<file path="config.mk">
export PLATFORM = sky130hd
export DESIGN_NAME = issue_stage
export DESIGN_NICKNAME = d
export VERILOG_FILES = /design/src/rtl/issue_pkg.sv /design/src/rtl/issue_bank_ram.sv /design/src/rtl/issue_queue.sv /design/src/rtl/issue_select.sv /design/src/rtl/issue_stage.sv
export VERILOG_INCLUDE_DIRS = /design/src /design/src/rtl
export SDC_FILE = /design/constraint.sdc
export NUM_CORES = 2
export LEC_CHECK = 0
export CAP_MARGIN = 20
export CORE_MARGIN = 4
export CORE_UTILIZATION = 40
export CTS_BUF_LIST = sky130_fd_sc_hd__clkbuf_2
export DETAILED_ROUTE_END_ITERATION = 16
export DONT_BUFFER_PORTS = 1
export HOLD_SLACK_MARGIN = 0.06
export SLEW_MARGIN = 20
export SYNTH_ARGS = -nofsm -noshare
export SYNTH_HDL_FRONTEND = slang
export SYNTH_HIERARCHICAL = 1
export SYNTH_SLANG_ARGS = --single-unit
</file>
<file path="constraint.sdc">
create_clock -name clk -period 6.65 [get_ports clk]
set_clock_uncertainty 0.2 [all_clocks]
set_input_delay 1.6625 -clock clk [delete_from_list [all_inputs] [get_ports clk]]
set_output_delay 1.6625 -clock clk [all_outputs]
set_load 0.05 [all_outputs]
</file>
<file path="src/rtl/issue_settings.svh">
`ifndef ISSUE_SETTINGS_SVH
`define ISSUE_SETTINGS_SVH

// queue geometry, counted per bank
`define ISSUE_BANK_DEPTH 16
`define ISSUE_IDX_W 4

// datapath widths
`define WORD_W 32
`define REG_ADDR_W 5

// stored entry: pc on top, then rdst, ra1, ra2, flags at the bottom
`define ISSUE_ENTRY_W 51
`define ENT_PC 19
`define ENT_RDST 14
`define ENT_RA1 9
`define ENT_RA2 4
// single-bit flags
`define ENT_REGWRITE 3
`define ENT_CTRL 2
`define ENT_MULDIV 1
`define ENT_SERIAL 0

`endif

</file>
<file path="src/rtl/issue_pkg.sv">
`default_nettype none

`include "issue_settings.svh"

package issue_pkg;

    // data operand or pc
    typedef logic [`WORD_W-1:0] word_t;

    // architectural register number
    typedef logic [`REG_ADDR_W-1:0] reg_addr_t;

    // pointer into one bank of the queue
    typedef logic [`ISSUE_IDX_W-1:0] qidx_t;

    // one decoded instruction as stored in a bank
    // field positions come from the ENT_* macros
    typedef logic [`ISSUE_ENTRY_W-1:0] entry_t;

endpackage

`default_nettype wire

</file>
<file path="src/rtl/issue_bank_ram.sv">
`timescale 1ns/1ps
`default_nettype none

`include "issue_settings.svh"

module issue_bank_ram #(
    parameter int DEPTH = `ISSUE_BANK_DEPTH,
    parameter int WIDTH = `ISSUE_ENTRY_W
) (
    input  logic                                 clk,
    input  logic                                 wen,
    input  logic [((DEPTH > 1) ? $clog2(DEPTH) : 1)-1:0] waddr,
    input  logic [WIDTH-1:0]                     wdata,
    input  logic [((DEPTH > 1) ? $clog2(DEPTH) : 1)-1:0] raddr,
    output logic [WIDTH-1:0]                     rdata
);

    // storage only, validity is tracked by the pointers outside
    logic [WIDTH-1:0] mem [DEPTH];

    // write lands at the rising edge
    always_ff @(posedge clk) begin
        if (wen) begin
            mem[waddr] <= wdata;
        end
    end

    // asynchronous read, the head entry is visible in the same cycle
    assign rdata = mem[raddr];

endmodule

`default_nettype wire

</file>
<file path="src/rtl/issue_queue.sv">
`timescale 1ns/1ps
`default_nettype none

`include "issue_settings.svh"

module issue_queue (
    input  logic              clk,
    input  logic              arst_n,
    input  logic              flush,
    input  logic              stall,
    input  logic              in0_valid,
    input  logic              in1_valid,
    input  issue_pkg::entry_t in0_entry,
    input  issue_pkg::entry_t in1_entry,
    input  logic              take0,
    input  logic              take1,
    output logic              cand0_valid,
    output logic              cand1_valid,
    output issue_pkg::entry_t cand0_entry,
    output issue_pkg::entry_t cand1_entry,
    output logic              full
);

    // per bank pointers
    issue_pkg::qidx_t head_even;
    issue_pkg::qidx_t head_odd;
    issue_pkg::qidx_t tail_even;
    issue_pkg::qidx_t tail_odd;

    // bank ports
    issue_pkg::entry_t rdata_even;
    issue_pkg::entry_t rdata_odd;
    issue_pkg::entry_t wdata_even;
    issue_pkg::entry_t wdata_odd;
    logic              wen_even;
    logic              wen_odd;

    // ordering between the banks
    logic wr_odd_first;
    logic rd_odd_first;
    logic empty_even;
    logic empty_odd;

    logic accept;
    logic pop_even;
    logic pop_odd;

    // wrap comes for free with a power of two depth
    function automatic issue_pkg::qidx_t next_idx(input issue_pkg::qidx_t idx);
        return idx + issue_pkg::qidx_t'(1);
    endfunction

    issue_bank_ram #(
        .DEPTH(`ISSUE_BANK_DEPTH),
        .WIDTH(`ISSUE_ENTRY_W)
    ) bank_even_i (
        .clk  (clk),
        .wen  (wen_even),
        .waddr(tail_even),
        .wdata(wdata_even),
        .raddr(head_even),
        .rdata(rdata_even)
    );

    issue_bank_ram #(
        .DEPTH(`ISSUE_BANK_DEPTH),
        .WIDTH(`ISSUE_ENTRY_W)
    ) bank_odd_i (
        .clk  (clk),
        .wen  (wen_odd),
        .waddr(tail_odd),
        .wdata(wdata_odd),
        .raddr(head_odd),
        .rdata(rdata_odd)
    );

    // odd bank takes the next write when the tails match
    assign wr_odd_first = (tail_odd == tail_even);
    // odd bank holds the oldest entry when the heads match
    assign rd_odd_first = (head_odd == head_even);

    assign empty_even = (head_even == tail_even);
    assign empty_odd  = (head_odd == tail_odd);

    // one slot per bank stays free so head==tail means empty
    assign full = (next_idx(tail_even) == head_even) || (next_idx(tail_odd) == head_odd);

    // nothing enters while held, full or flushing
    assign accept = ~stall & ~full & ~flush;

    // in0 goes to the bank next in order and in1 to the other one
    always_comb begin
        wdata_odd  = wr_odd_first ? in0_entry : in1_entry;
        wdata_even = wr_odd_first ? in1_entry : in0_entry;
        wen_odd    = accept & (wr_odd_first ? in0_valid : in1_valid);
        wen_even   = accept & (wr_odd_first ? in1_valid : in0_valid);
    end

    // oldest first and zeroed when its bank is empty
    always_comb begin
        cand0_valid = rd_odd_first ? ~empty_odd : ~empty_even;
        cand1_valid = rd_odd_first ? ~empty_even : ~empty_odd;
        cand0_entry = rd_odd_first ? rdata_odd : rdata_even;
        cand1_entry = rd_odd_first ? rdata_even : rdata_odd;
        if (!cand0_valid) begin
            cand0_entry = '0;
        end
        if (!cand1_valid) begin
            cand1_entry = '0;
        end
    end

    // one head step per taken slot
    assign pop_odd  = rd_odd_first ? take0 : take1;
    assign pop_even = rd_odd_first ? take1 : take0;

    always_ff @(posedge clk or negedge arst_n) begin
        if (!arst_n) begin
            tail_even <= '0;
            tail_odd  <= '0;
        end else if (flush) begin
            tail_even <= '0;
            tail_odd  <= '0;
        end else begin
            if (wen_even) begin
                tail_even <= next_idx(tail_even);
            end
            if (wen_odd) begin
                tail_odd <= next_idx(tail_odd);
            end
        end
    end

    always_ff @(posedge clk or negedge arst_n) begin
        if (!arst_n) begin
            head_even <= '0;
            head_odd  <= '0;
        end else if (flush) begin
            head_even <= '0;
            head_odd  <= '0;
        end else if (!stall) begin
            if (pop_even) begin
                head_even <= next_idx(head_even);
            end
            if (pop_odd) begin
                head_odd <= next_idx(head_odd);
            end
        end
    end

endmodule

`default_nettype wire

</file>
<file path="src/rtl/issue_select.sv">
`timescale 1ns/1ps
`default_nettype none

`include "issue_settings.svh"

module issue_select (
    input  logic                 cand0_valid,
    input  logic                 cand1_valid,
    input  issue_pkg::entry_t    cand0_entry,
    input  issue_pkg::entry_t    cand1_entry,
    input  issue_pkg::word_t     rf0_a,
    input  issue_pkg::word_t     rf0_b,
    input  issue_pkg::word_t     rf1_a,
    input  issue_pkg::word_t     rf1_b,
    input  logic                 rdy0_a,
    input  logic                 rdy0_b,
    input  logic                 rdy1_a,
    input  logic                 rdy1_b,
    input  logic                 hit0_a,
    input  logic                 hit0_b,
    input  logic                 hit1_a,
    input  logic                 hit1_b,
    input  issue_pkg::word_t     byp0_a,
    input  issue_pkg::word_t     byp0_b,
    input  issue_pkg::word_t     byp1_a,
    input  issue_pkg::word_t     byp1_b,
    output logic                 take0,
    output logic                 take1,
    output issue_pkg::reg_addr_t rf_addr0_a,
    output issue_pkg::reg_addr_t rf_addr0_b,
    output issue_pkg::reg_addr_t rf_addr1_a,
    output issue_pkg::reg_addr_t rf_addr1_b,
    output logic                 iss0_valid,
    output logic                 iss1_valid,
    output logic                 iss1_is_slot,
    output issue_pkg::word_t     iss0_pc,
    output issue_pkg::word_t     iss1_pc,
    output issue_pkg::reg_addr_t iss0_rdst,
    output issue_pkg::reg_addr_t iss1_rdst,
    output logic                 iss0_regwrite,
    output logic                 iss1_regwrite,
    output logic                 iss0_ctrl,
    output logic                 iss1_ctrl,
    output issue_pkg::word_t     iss0_op_a,
    output issue_pkg::word_t     iss0_op_b,
    output issue_pkg::word_t     iss1_op_a,
    output issue_pkg::word_t     iss1_op_b
);

    // field views of the older (c0) and younger (c1) candidate
    issue_pkg::word_t     c0_pc;
    issue_pkg::word_t     c1_pc;
    issue_pkg::reg_addr_t c0_rdst;
    issue_pkg::reg_addr_t c1_rdst;
    issue_pkg::reg_addr_t c1_ra1;
    issue_pkg::reg_addr_t c1_ra2;
    logic c0_regwrite;
    logic c1_regwrite;
    logic c0_ctrl;
    logic c1_ctrl;
    logic c0_muldiv;
    logic c1_muldiv;
    logic c0_serial;
    logic c1_serial;

    logic c0_ready;
    logic c1_ready;
    logic raw_hazard;
    logic pair_block;

    assign c0_pc       = cand0_entry[`ENT_PC +: `WORD_W];
    assign c1_pc       = cand1_entry[`ENT_PC +: `WORD_W];
    assign c0_rdst     = cand0_entry[`ENT_RDST +: `REG_ADDR_W];
    assign c1_rdst     = cand1_entry[`ENT_RDST +: `REG_ADDR_W];
    assign c1_ra1      = cand1_entry[`ENT_RA1 +: `REG_ADDR_W];
    assign c1_ra2      = cand1_entry[`ENT_RA2 +: `REG_ADDR_W];
    assign c0_regwrite = cand0_entry[`ENT_REGWRITE];
    assign c1_regwrite = cand1_entry[`ENT_REGWRITE];
    assign c0_ctrl     = cand0_entry[`ENT_CTRL];
    assign c1_ctrl     = cand1_entry[`ENT_CTRL];
    assign c0_muldiv   = cand0_entry[`ENT_MULDIV];
    assign c1_muldiv   = cand1_entry[`ENT_MULDIV];
    assign c0_serial   = cand0_entry[`ENT_SERIAL];
    assign c1_serial   = cand1_entry[`ENT_SERIAL];

    // read addresses go out straight from the candidates
    assign rf_addr0_a = cand0_entry[`ENT_RA1 +: `REG_ADDR_W];
    assign rf_addr0_b = cand0_entry[`ENT_RA2 +: `REG_ADDR_W];
    assign rf_addr1_a = c1_ra1;
    assign rf_addr1_b = c1_ra2;

    assign c0_ready = cand0_valid & rdy0_a & rdy0_b;
    assign c1_ready = cand1_valid & rdy1_a & rdy1_b;

    // a branch never leaves without its delay slot
    assign take0 = c0_ready & (~c0_ctrl | c1_ready);

    // slot reading the branch's link register still pairs
    assign raw_hazard = c0_regwrite & ~c0_ctrl & ((c0_rdst == c1_ra1) | (c0_rdst == c1_ra2));

    // one mul/div unit, no transfer in slot 1, serial goes alone
    assign pair_block = raw_hazard | (c0_muldiv & c1_muldiv) | c1_ctrl | c0_serial | c1_serial;

    assign take1 = take0 & c1_ready & ~pair_block;

    assign iss0_valid   = take0;
    assign iss1_valid   = take1;
    assign iss1_is_slot = take1 & c0_ctrl;

    // issued fields, zero in an empty slot
    assign iss0_pc       = take0 ? c0_pc : '0;
    assign iss1_pc       = take1 ? c1_pc : '0;
    assign iss0_rdst     = take0 ? c0_rdst : '0;
    assign iss1_rdst     = take1 ? c1_rdst : '0;
    assign iss0_regwrite = take0 & c0_regwrite;
    assign iss1_regwrite = take1 & c1_regwrite;
    assign iss0_ctrl     = take0 & c0_ctrl;
    assign iss1_ctrl     = take1 & c1_ctrl;

    // bypass data wins over the register file on a hit
    assign iss0_op_a = take0 ? (hit0_a ? byp0_a : rf0_a) : '0;
    assign iss0_op_b = take0 ? (hit0_b ? byp0_b : rf0_b) : '0;
    assign iss1_op_a = take1 ? (hit1_a ? byp1_a : rf1_a) : '0;
    assign iss1_op_b = take1 ? (hit1_b ? byp1_b : rf1_b) : '0;

endmodule

`default_nettype wire

</file>
<file path="src/rtl/issue_stage.sv">
`timescale 1ns/1ps
`default_nettype none

module issue_stage (
    input  logic                 clk,
    input  logic                 arst_n,
    input  logic                 flush,
    input  logic                 stall,
    // decoded pair from upstream, in0 is older
    input  logic                 in0_valid,
    input  logic                 in1_valid,
    input  issue_pkg::entry_t    in0_entry,
    input  issue_pkg::entry_t    in1_entry,
    // operand sources, slot 0 older
    input  issue_pkg::word_t     rf0_a,
    input  issue_pkg::word_t     rf0_b,
    input  issue_pkg::word_t     rf1_a,
    input  issue_pkg::word_t     rf1_b,
    input  logic                 rdy0_a,
    input  logic                 rdy0_b,
    input  logic                 rdy1_a,
    input  logic                 rdy1_b,
    input  logic                 hit0_a,
    input  logic                 hit0_b,
    input  logic                 hit1_a,
    input  logic                 hit1_b,
    input  issue_pkg::word_t     byp0_a,
    input  issue_pkg::word_t     byp0_b,
    input  issue_pkg::word_t     byp1_a,
    input  issue_pkg::word_t     byp1_b,
    output issue_pkg::reg_addr_t rf_addr0_a,
    output issue_pkg::reg_addr_t rf_addr0_b,
    output issue_pkg::reg_addr_t rf_addr1_a,
    output issue_pkg::reg_addr_t rf_addr1_b,
    // issued pair
    output logic                 iss0_valid,
    output logic                 iss1_valid,
    output logic                 iss1_is_slot,
    output issue_pkg::word_t     iss0_pc,
    output issue_pkg::word_t     iss1_pc,
    output issue_pkg::reg_addr_t iss0_rdst,
    output issue_pkg::reg_addr_t iss1_rdst,
    output logic                 iss0_regwrite,
    output logic                 iss1_regwrite,
    output logic                 iss0_ctrl,
    output logic                 iss1_ctrl,
    output issue_pkg::word_t     iss0_op_a,
    output issue_pkg::word_t     iss0_op_b,
    output issue_pkg::word_t     iss1_op_a,
    output issue_pkg::word_t     iss1_op_b,
    output logic                 full
);

    // queue heads towards the selector
    logic              cand0_valid;
    logic              cand1_valid;
    issue_pkg::entry_t cand0_entry;
    issue_pkg::entry_t cand1_entry;
    // pop requests back to the queue
    logic              take0;
    logic              take1;

    issue_queue queue_i (
        .clk, .arst_n, .flush, .stall,
        .in0_valid, .in1_valid, .in0_entry, .in1_entry,
        .take0, .take1,
        .cand0_valid, .cand1_valid, .cand0_entry, .cand1_entry,
        .full
    );

    issue_select select_i (
        .cand0_valid, .cand1_valid, .cand0_entry, .cand1_entry,
        .rf0_a, .rf0_b, .rf1_a, .rf1_b,
        .rdy0_a, .rdy0_b, .rdy1_a, .rdy1_b,
        .hit0_a, .hit0_b, .hit1_a, .hit1_b,
        .byp0_a, .byp0_b, .byp1_a, .byp1_b,
        .take0, .take1,
        .rf_addr0_a, .rf_addr0_b, .rf_addr1_a, .rf_addr1_b,
        .iss0_valid, .iss1_valid, .iss1_is_slot,
        .iss0_pc, .iss1_pc, .iss0_rdst, .iss1_rdst,
        .iss0_regwrite, .iss1_regwrite, .iss0_ctrl, .iss1_ctrl,
        .iss0_op_a, .iss0_op_b, .iss1_op_a, .iss1_op_b
    );

endmodule

`default_nettype wire

</file>
# Yosys cells after proc, flatten, opt, wreduce, memory -nomap -nowiden

Memory sizes are Yosys's and may differ from the RTL's.
Cells that the tools add are included.

Memories: 2
Register bits after elaboration: 16
Input port bits: 372
Logic and storage cells: 96
Output and inout port bits: 230
Memory bits (writable): 1632

Muxes and demuxes: 38
Reduce and logical (&&, ||, !) cells: 7
Eq/ne operators: 9
Add/sub/neg operators: 4
Bitwise gates (word level): 32

Memories:

| memory                  | depth | bits a word | read ports | clocked after Yosys merged registers in | write ports | line                 | source |
|---|---|---|---|---|---|---|---|
| queue_i.bank_even_i.mem | 16    | 51          | 1          | 0                                       | 1           | issue_bank_ram.sv:19 | `logic [WIDTH-1:0] mem [DEPTH];` |
| queue_i.bank_odd_i.mem  | 16    | 51          | 1          | 0                                       | 1           | issue_bank_ram.sv:19 |  |

Operators with widths:

| kind                                         | number |
|---|---|
| two-way mux 32 bit                           | 10 |
| two-way mux 51 bit                           | 6 |
| two-way mux 4 bit                            | 10 |
| == test 4 bit                                | 6 |
| bitwise AND 1 bit                            | 19 |
| adder 4 x 1 -> 4 bit, second input constant  | 4 |
| == test 5 bit                                | 2 |
| two-way mux 1 bit                            | 10 |
| two-way mux 5 bit                            | 2 |
| nonzero test 2 bit                           | 4 |
| inverter 1 bit                               | 7 |
| OR 1 bit                                     | 6 |
| AND reduction 2 bit                          | 2 |
| inequality test 2 bit, second input constant | 1 |
| logical OR 1 bit                             | 1 |

# Longest topological paths before layout

Word-level depth: 17
Depth in mapped cells: 18
Mapped depth without buffers: 12

# Cells and area by module

The synthesis kept the hierarchy.

Modules (own cells, without submodules):

| module         | sequential area each (um^2) | area an instance (um^2) | instances | cells each |
|---|---|---|---|---|
| issue_bank_ram | 24503.5                     | 30594.3                 | 2         | 1269 |
| issue_queue    | 400.4                       | 4056.4                  | 1         | 805 |
| issue_select   | 0.0                         | 2960.3                  | 1         | 433 |

# Worst setup path after synthesis

OpenSTA, ideal clock, no wires.

Path kind: input to register
Start: input stall
End: memory queue_i/bank_even_i/mem[0][0] in the netlist's numbering (enable)
Path slack: -0.313 ns
Library setup time: 0.522 ns
Stages: 6
Required time: 5.928 ns
Path buffers: 1
Data arrival time: 6.241 ns
Path through: inv_1 o221ai_2 buf_6 nor3_1 or3b_2 nor3_1

Word-level cells in the longest chain between the ends: 6

Ends and longest elaborated chain:

| what                                    | line                 | source |
|---|---|---|
| start, declared                         | issue_stage.sv:8     | `input logic stall,` |
| inverter 1 bit                          | issue_queue.sv:89    | `assign accept = ~stall & ~full & ~flush;` |
| bitwise AND 1 bit (2 in a row)          | issue_queue.sv:89    |  |
| bitwise AND 1 bit                       | issue_queue.sv:96    | `wen_even = accept & (wr_odd_first ? in1_valid : in0_valid);` |
| named net queue_i.wen_even              | issue_queue.sv:35    | `logic wen_even;` |
| two-way mux 1 bit                       | issue_bank_ram.sv:23 | `if (wen) begin` |
| two-way mux 1 bit (not written as such) | issue_bank_ram.sv:24 | `mem[waddr] <= wdata;` |
| end, declared                           | issue_bank_ram.sv:19 |  |

The timed path passes the listed nets, and every way through them passes these cells.

# Worst setup path after layout

Start: register queue_i.head_odd[0]
End: output iss1_op_b[27]

Elaborated cells between the ends (all ways): 31
Classes of those cells: 4 x eq/ne; 7 x mux; 19 x bitwise; 1 x memory

RTL lines:

| what                            | line                | source |
|---|---|---|
| start, declared                 | issue_queue.sv:26   | `issue_pkg::qidx_t head_odd;` |
| start signal, assigned          | issue_queue.sv:146  | `head_odd <= next_idx(head_odd);` |
| memory (16 x 51 bit) *          | n/a                 |  |
| named net queue_i.rdata_odd[16] | issue_queue.sv:32   | `issue_pkg::entry_t rdata_odd;` |
| two-way mux 51 bit *            | issue_queue.sv:103  | `cand0_entry = rd_odd_first ? rdata_odd : rdata_even;` |
| two-way mux 51 bit *            | issue_queue.sv:105  | `if (!cand0_valid) begin` |
| named net cand0_entry[16]       | issue_stage.sv:57   | `issue_pkg::entry_t cand0_entry;` |
| == test 5 bit                   | issue_select.sv:99  | `assign raw_hazard = c0_regwrite & ~c0_ctrl & ((c0_rdst == c1_ra1) \| (c0_rdst == c1_ra2));` |
| OR 1 bit *                      | issue_select.sv:99  |  |
| bitwise AND 1 bit *             | issue_select.sv:99  |  |
| OR 1 bit * (4 in a row)         | issue_select.sv:102 | `assign pair_block = raw_hazard \| (c0_muldiv & c1_muldiv) \| c1_ctrl \| c0_serial \| c1_serial;` |
| inverter 1 bit *                | issue_select.sv:104 | `assign take1 = take0 & c1_ready & ~pair_block;` |
| bitwise AND 1 bit *             | issue_select.sv:104 |  |
| two-way mux 32 bit *            | issue_select.sv:124 | `assign iss1_op_b = take1 ? (hit1_b ? byp1_b : rf1_b) : '0;` |
| end, declared                   | issue_stage.sv:50   | `output issue_pkg::word_t iss1_op_b,` |

Mark *: on every way through the listed nets, which the timed path passes. The rest lies on a longest branch.

==> summary.txt <==
Floorplanning
  – DIE AREA: 177000 um^2
  – Initial standard-cell utilization of the core: 0.402
  – Die boundary width: 421 um
  – Total core area: 169000 um^2
  – I/O pin cnt: 602
  – Height of the die: 421 um
  – Core Rows: 151

Placement
  – Half-perimeter wire length of the detailed placement result: 142000 um
  – Total placed instance area: 73500 um^2
  – Placer Congestion: 0.996
  – Port Buf Inserts: 0

Detailed routing
  – Drt via density: 5.84
  – Residual antenna-violating net count after detailed routing: 0
  – WL final: 230000 um
  – Routed WL per cell: 33.3 um
  – DRC marker count from the first detailed-route iteration: 4550
  – Remaining DRCs: 0
  – Via count: 40.4k
  – Number of iterations in the first detailed-routing pass: 5

Synth
  – Ranking of synthesized cells by area: sky130_fd_sc_hd__edfxtp_1 (72%), sky130_fd_sc_hd__mux4_2 (13%), sky130_fd_sc_hd__nand2_1 (2.8%)
  – Number of synthesized register bits: 1648
  – Share of synthesized flip-flops with an asynchronous set or reset: 0.00971
  – Summed instance area of the synthesized netlist: 68200 um^2
  – Number of distinct library cells after synthesis: 46
  – Register area share after synthesis: 0.724
  – Yosys warnings: 6
  – Most instantiated flip-flop cell in the synthesis netlist: sky130_fd_sc_hd__edfxtp_1
  – Post-Synthesis Mean Instance Area: 18.1 um^2
  – Syn_nets: 4152
  – Gate Count Post-Synth: 3776
  – Top cell type's share of synthesized area: 0.719
  – Post-synth EDFFs: 1632
  – Cell accounting for the most synthesized area: sky130_fd_sc_hd__edfxtp_1

Pwr
  – Overall power consumption: 28600 uW
  – Sequential share of power: 0.504
  – Combinational group share of total power: 0.273
  – Leak: 0.0267 uW
  – Power Internal: 18700 uW
  – Sw Pwr: 9900 uW
  – Switching part of the total power: 0.346
  – Power density over the cells: 352 nW/um^2
  – Clock network fraction of total power: 0.223
  – Worst IR Drop VDD: 0.372 mV

Global routing
  – Most congested layer reported by global routing: met2
  – Remaining Overflow, GRT: 0
  – Wire length of the first global-routing pass: 310000 um
  – Number of global-route vias before repair: 39.6k
  – Met3 global-route usage: 0.0561
  – Routing usage on met1: 0.281
  – Global-route total usage across every layer: 0.249
  – Initial antenna violation count: 61
  – Met2 GRT Util: 0.445
  – Pin count of the biggest net entering global routing: 113

Clock network
  – Clock-pin slew reported for the worst setup and hold paths after clock tree synthesis: 0.11 ns
  – TritonCTS clock tree: done
  – Clock Sink Count: 1648
  – Clock latency of the later-clocked register in the worst-skew pair: 1.76 ns
  – H-tree levels: 5
  – Root Buffer: sky130_fd_sc_hd__clkbuf_2
  – Number of buffers added by the clock tree synthesis step: 416
  – Worst-case clock buffer depth: 4

Run status
  – Violated checks: negative setup slack
  – Status: complete, but fails checks

Timing
  – RSZ-0062 raised after global routing: yes
  – Max Transition Viols Final: 0
  – Final setup violation count: 121
  – Worst setup margin: -0.441 ns
  – Fmax: 141 MHz
  – Minimum period implied by the final worst setup slack: 7.09 ns
  – Least-Margin Pin Slew: 1.16 ns
  – Final count of hold timing violations: 0
  – Tcrit/Tclk final: 1.07
  – Relative slew margins: 0.224

Finish
  – Post-Layout Inst Area: 81300 um^2
  – Most common library cell in the layout ignoring fill and taps: sky130_fd_sc_hd__edfxtp_1
  – Nets: 4775
  – Top library cells by usage in the layout, fill and taps aside: sky130_fd_sc_hd__edfxtp_1 (1632), sky130_fd_sc_hd__clkbuf_2 (593), sky130_fd_sc_hd__nand2_1 (495)
  – Relative area change from synthesis to final layout: 19.3%
  – Util after Layout: 0.480
  – Share of cells above drive strength 1: 0.397

Worst setup path
  – Delay of the slowest critical-path stage: 0.54 ns
  – Top fanout value on the critical path: 5
  – Start-to-end type of the worst setup path: flip-flop to output port
  – Reg2Reg Depth: 21
  – Sequence of cells on the critical path: buf_12 > buf_12 > buf_16 > mux4_2 > a22oi_2 > nand2_2 > nand2_1 > o21ai_1 > buf_4 > xor2_2 > nor4_4 > buf_6 > a22o_4 > bufbuf_16 > nor3_2 > buf_6
  – Endpoint required time on the critical path: 4.79 ns
  – Worst reg2reg setup slack: 1.56 ns
  – Arrival time at the worst endpoint: 5.23 ns
  – Kind of capture point of the worst setup path: output port
  – Worst reg2reg path startpoint: queue_i/head_odd[0]
  – Slowest cell on the critical path: sky130_fd_sc_hd__dfrtp_4
  – Startpoint kind of the worst setup timing path: flip-flop
  – Terminus of the critical flop-to-flop path: queue_i/head_even[3]

Run
  – Max-cap violations: 0

Hold path
  – Hold EP: queue_i/bank_odd_i/mem[11][8]
  – Instance count along the most critical hold path: 2
  – Hold Path Origin: in1_entry[8]
  – Worst min-delay path class: input port to flip-flop
==> registers in the layout (all words and copies together), names as in the netlist <==
register / count
queue_i/tail_odd: 4
queue_i/tail_even: 4
queue_i/bank_even_i/mem: 816
queue_i/head_even: 4
queue_i/bank_odd_i/mem: 816
queue_i/head_odd: 4
==> logic make-up (layout without fill, tap and decap cells) <==
kind of cell               Yosys count  after routing  synth area share
other                                1             39         0.0000550
buffers and inverters              291           1167            0.0230
xor gates and xnor gates            32             32           0.00451
and+or+nand+nor                    918            928            0.0592
AOI/OAI and AO/OA                  336            338            0.0331
adders and majority gates            4              4          0.000734
DFF                               1648           1648             0.724
muxes                              546            546             0.155
==> stage by stage <==
step / hold WS (ns) / setup TNS, ns / std cells / worst slack (ns)
finish: 0.284 / -35.91 / 6920 / -0.441
global placement: 0.458 / 0 / 6033 / 0.326
detailed placement: 0.474 / 0 / 6034 / 0.591
CTS: 0.0650 / -62.28 / 6822 / -0.607
floorplan: 0.407 / 0 / 3776 / 0.00645
global route: 0.117 / -73.98 / 6915 / -0.677
==> worst max-delay path: cells and delay by family, from the launching register on <==
kind                      cells  cell delay (ns)
AOI/OAI and AO/OA             3             0.56
xor gates and xnor gates      1             0.19
and+or+nand+nor               4             0.52
DFF                           1             0.54
muxes                         1             0.44
buffers and inverters         7             1.26
==> metal layers <==
metal	up-vias	wire, um
met1	21007	78700
met3	471	18200
li1	16665	-
met4	0	12600
met2	2244	121000
met5	-	0
==> how the worst max path moves through the flow <==
| stage | start | to | slack, ns |
|---|---|---|---|
| floorplan | stall | queue_i/bank_even_i/mem[4][0] | 0.006 |
| CTS | queue_i/head_odd[0] | iss1_op_b[10] | -0.61 |
| finish | queue_i/head_odd[0] | iss1_op_b[27] | -0.44 |
| global route | queue_i/head_odd[0] | iss1_op_a[0] | -0.68 |
| detailed placement | queue_i/head_even[0] | iss1_pc[11] | 0.59 |
| global placement | queue_i/head_odd[1] | iss1_pc[8] | 0.33 |
==> Yosys cell counts, types with 2 or more instances <==
cell type,number
sky130_fd_sc_hd__nor2b_1,6
sky130_fd_sc_hd__buf_1,26
sky130_fd_sc_hd__xor2_1,18
sky130_fd_sc_hd__dfrtp_1,16
sky130_fd_sc_hd__o21ai_1,40
sky130_fd_sc_hd__xnor3_1,2
sky130_fd_sc_hd__nor4_1,2
sky130_fd_sc_hd__buf_8,2
sky130_fd_sc_hd__nor2_1,98
sky130_fd_sc_hd__inv_1,6
sky130_fd_sc_hd__buf_2,64
sky130_fd_sc_hd__mux2_2,4
sky130_fd_sc_hd__nand2_1,513
sky130_fd_sc_hd__and3_2,8
sky130_fd_sc_hd__mux2i_1,134
sky130_fd_sc_hd__o21ai_0,66
sky130_fd_sc_hd__clkbuf_1,124
sky130_fd_sc_hd__buf_4,39
sky130_fd_sc_hd__mux4_2,408
sky130_fd_sc_hd__nand2b_1,9
sky130_fd_sc_hd__xnor2_1,12
sky130_fd_sc_hd__nand3b_1,4
sky130_fd_sc_hd__nor3_1,74
sky130_fd_sc_hd__buf_6,30
sky130_fd_sc_hd__nand3_2,2
sky130_fd_sc_hd__a22oi_1,205
sky130_fd_sc_hd__and3_1,31
sky130_fd_sc_hd__edfxtp_1,1632
sky130_fd_sc_hd__or4_1,10
sky130_fd_sc_hd__or3b_2,4
sky130_fd_sc_hd__nand3_1,110
sky130_fd_sc_hd__and2_1,41
sky130_fd_sc_hd__a21oi_1,12
sky130_fd_sc_hd__ha_1,4
sky130_fd_sc_hd__o31ai_1,8
sky130_fd_sc_hd__or3_1,2
==> layout make-up <==
class / count / area, um^2
multi-input combinational: 1849 / 19400
timing repair buffer: 478 / 6210
tap: 2218 / 2780
clock inverter: 90 / 437
sequential: 1648 / 49400
clock buffer: 593 / 2970
fill: 14250 / 88100
antenna: 38 / 95.1
inverter: 6 / 35.0
==> power by group through the flow <==
stage               combinational, uW  clock (uW)  sequential, uW
global placement                 6260           0           14600
global route                     8240        7130           14500
CTS                              7140        6540           14400
finish                           7800        6380           14400
floorplan                        3850           0           14600
detailed placement               6440           0           14700
==> what timing repair did <==
| action | CTS | global route |
|---|---|---|
| endpoints found under the setup margin | 211 | 207 |
| cloned | 23 | 16 |
| hold buffers | 8 | 0 |
| hold endpoints to repair | 34 | 0 |
| resized for setup | 266 | 316 |
| pin swaps | 34 | 55 |
| setup buffers | 74 | 46 |
Note: power is estimated with default switching activity, not from simulation.
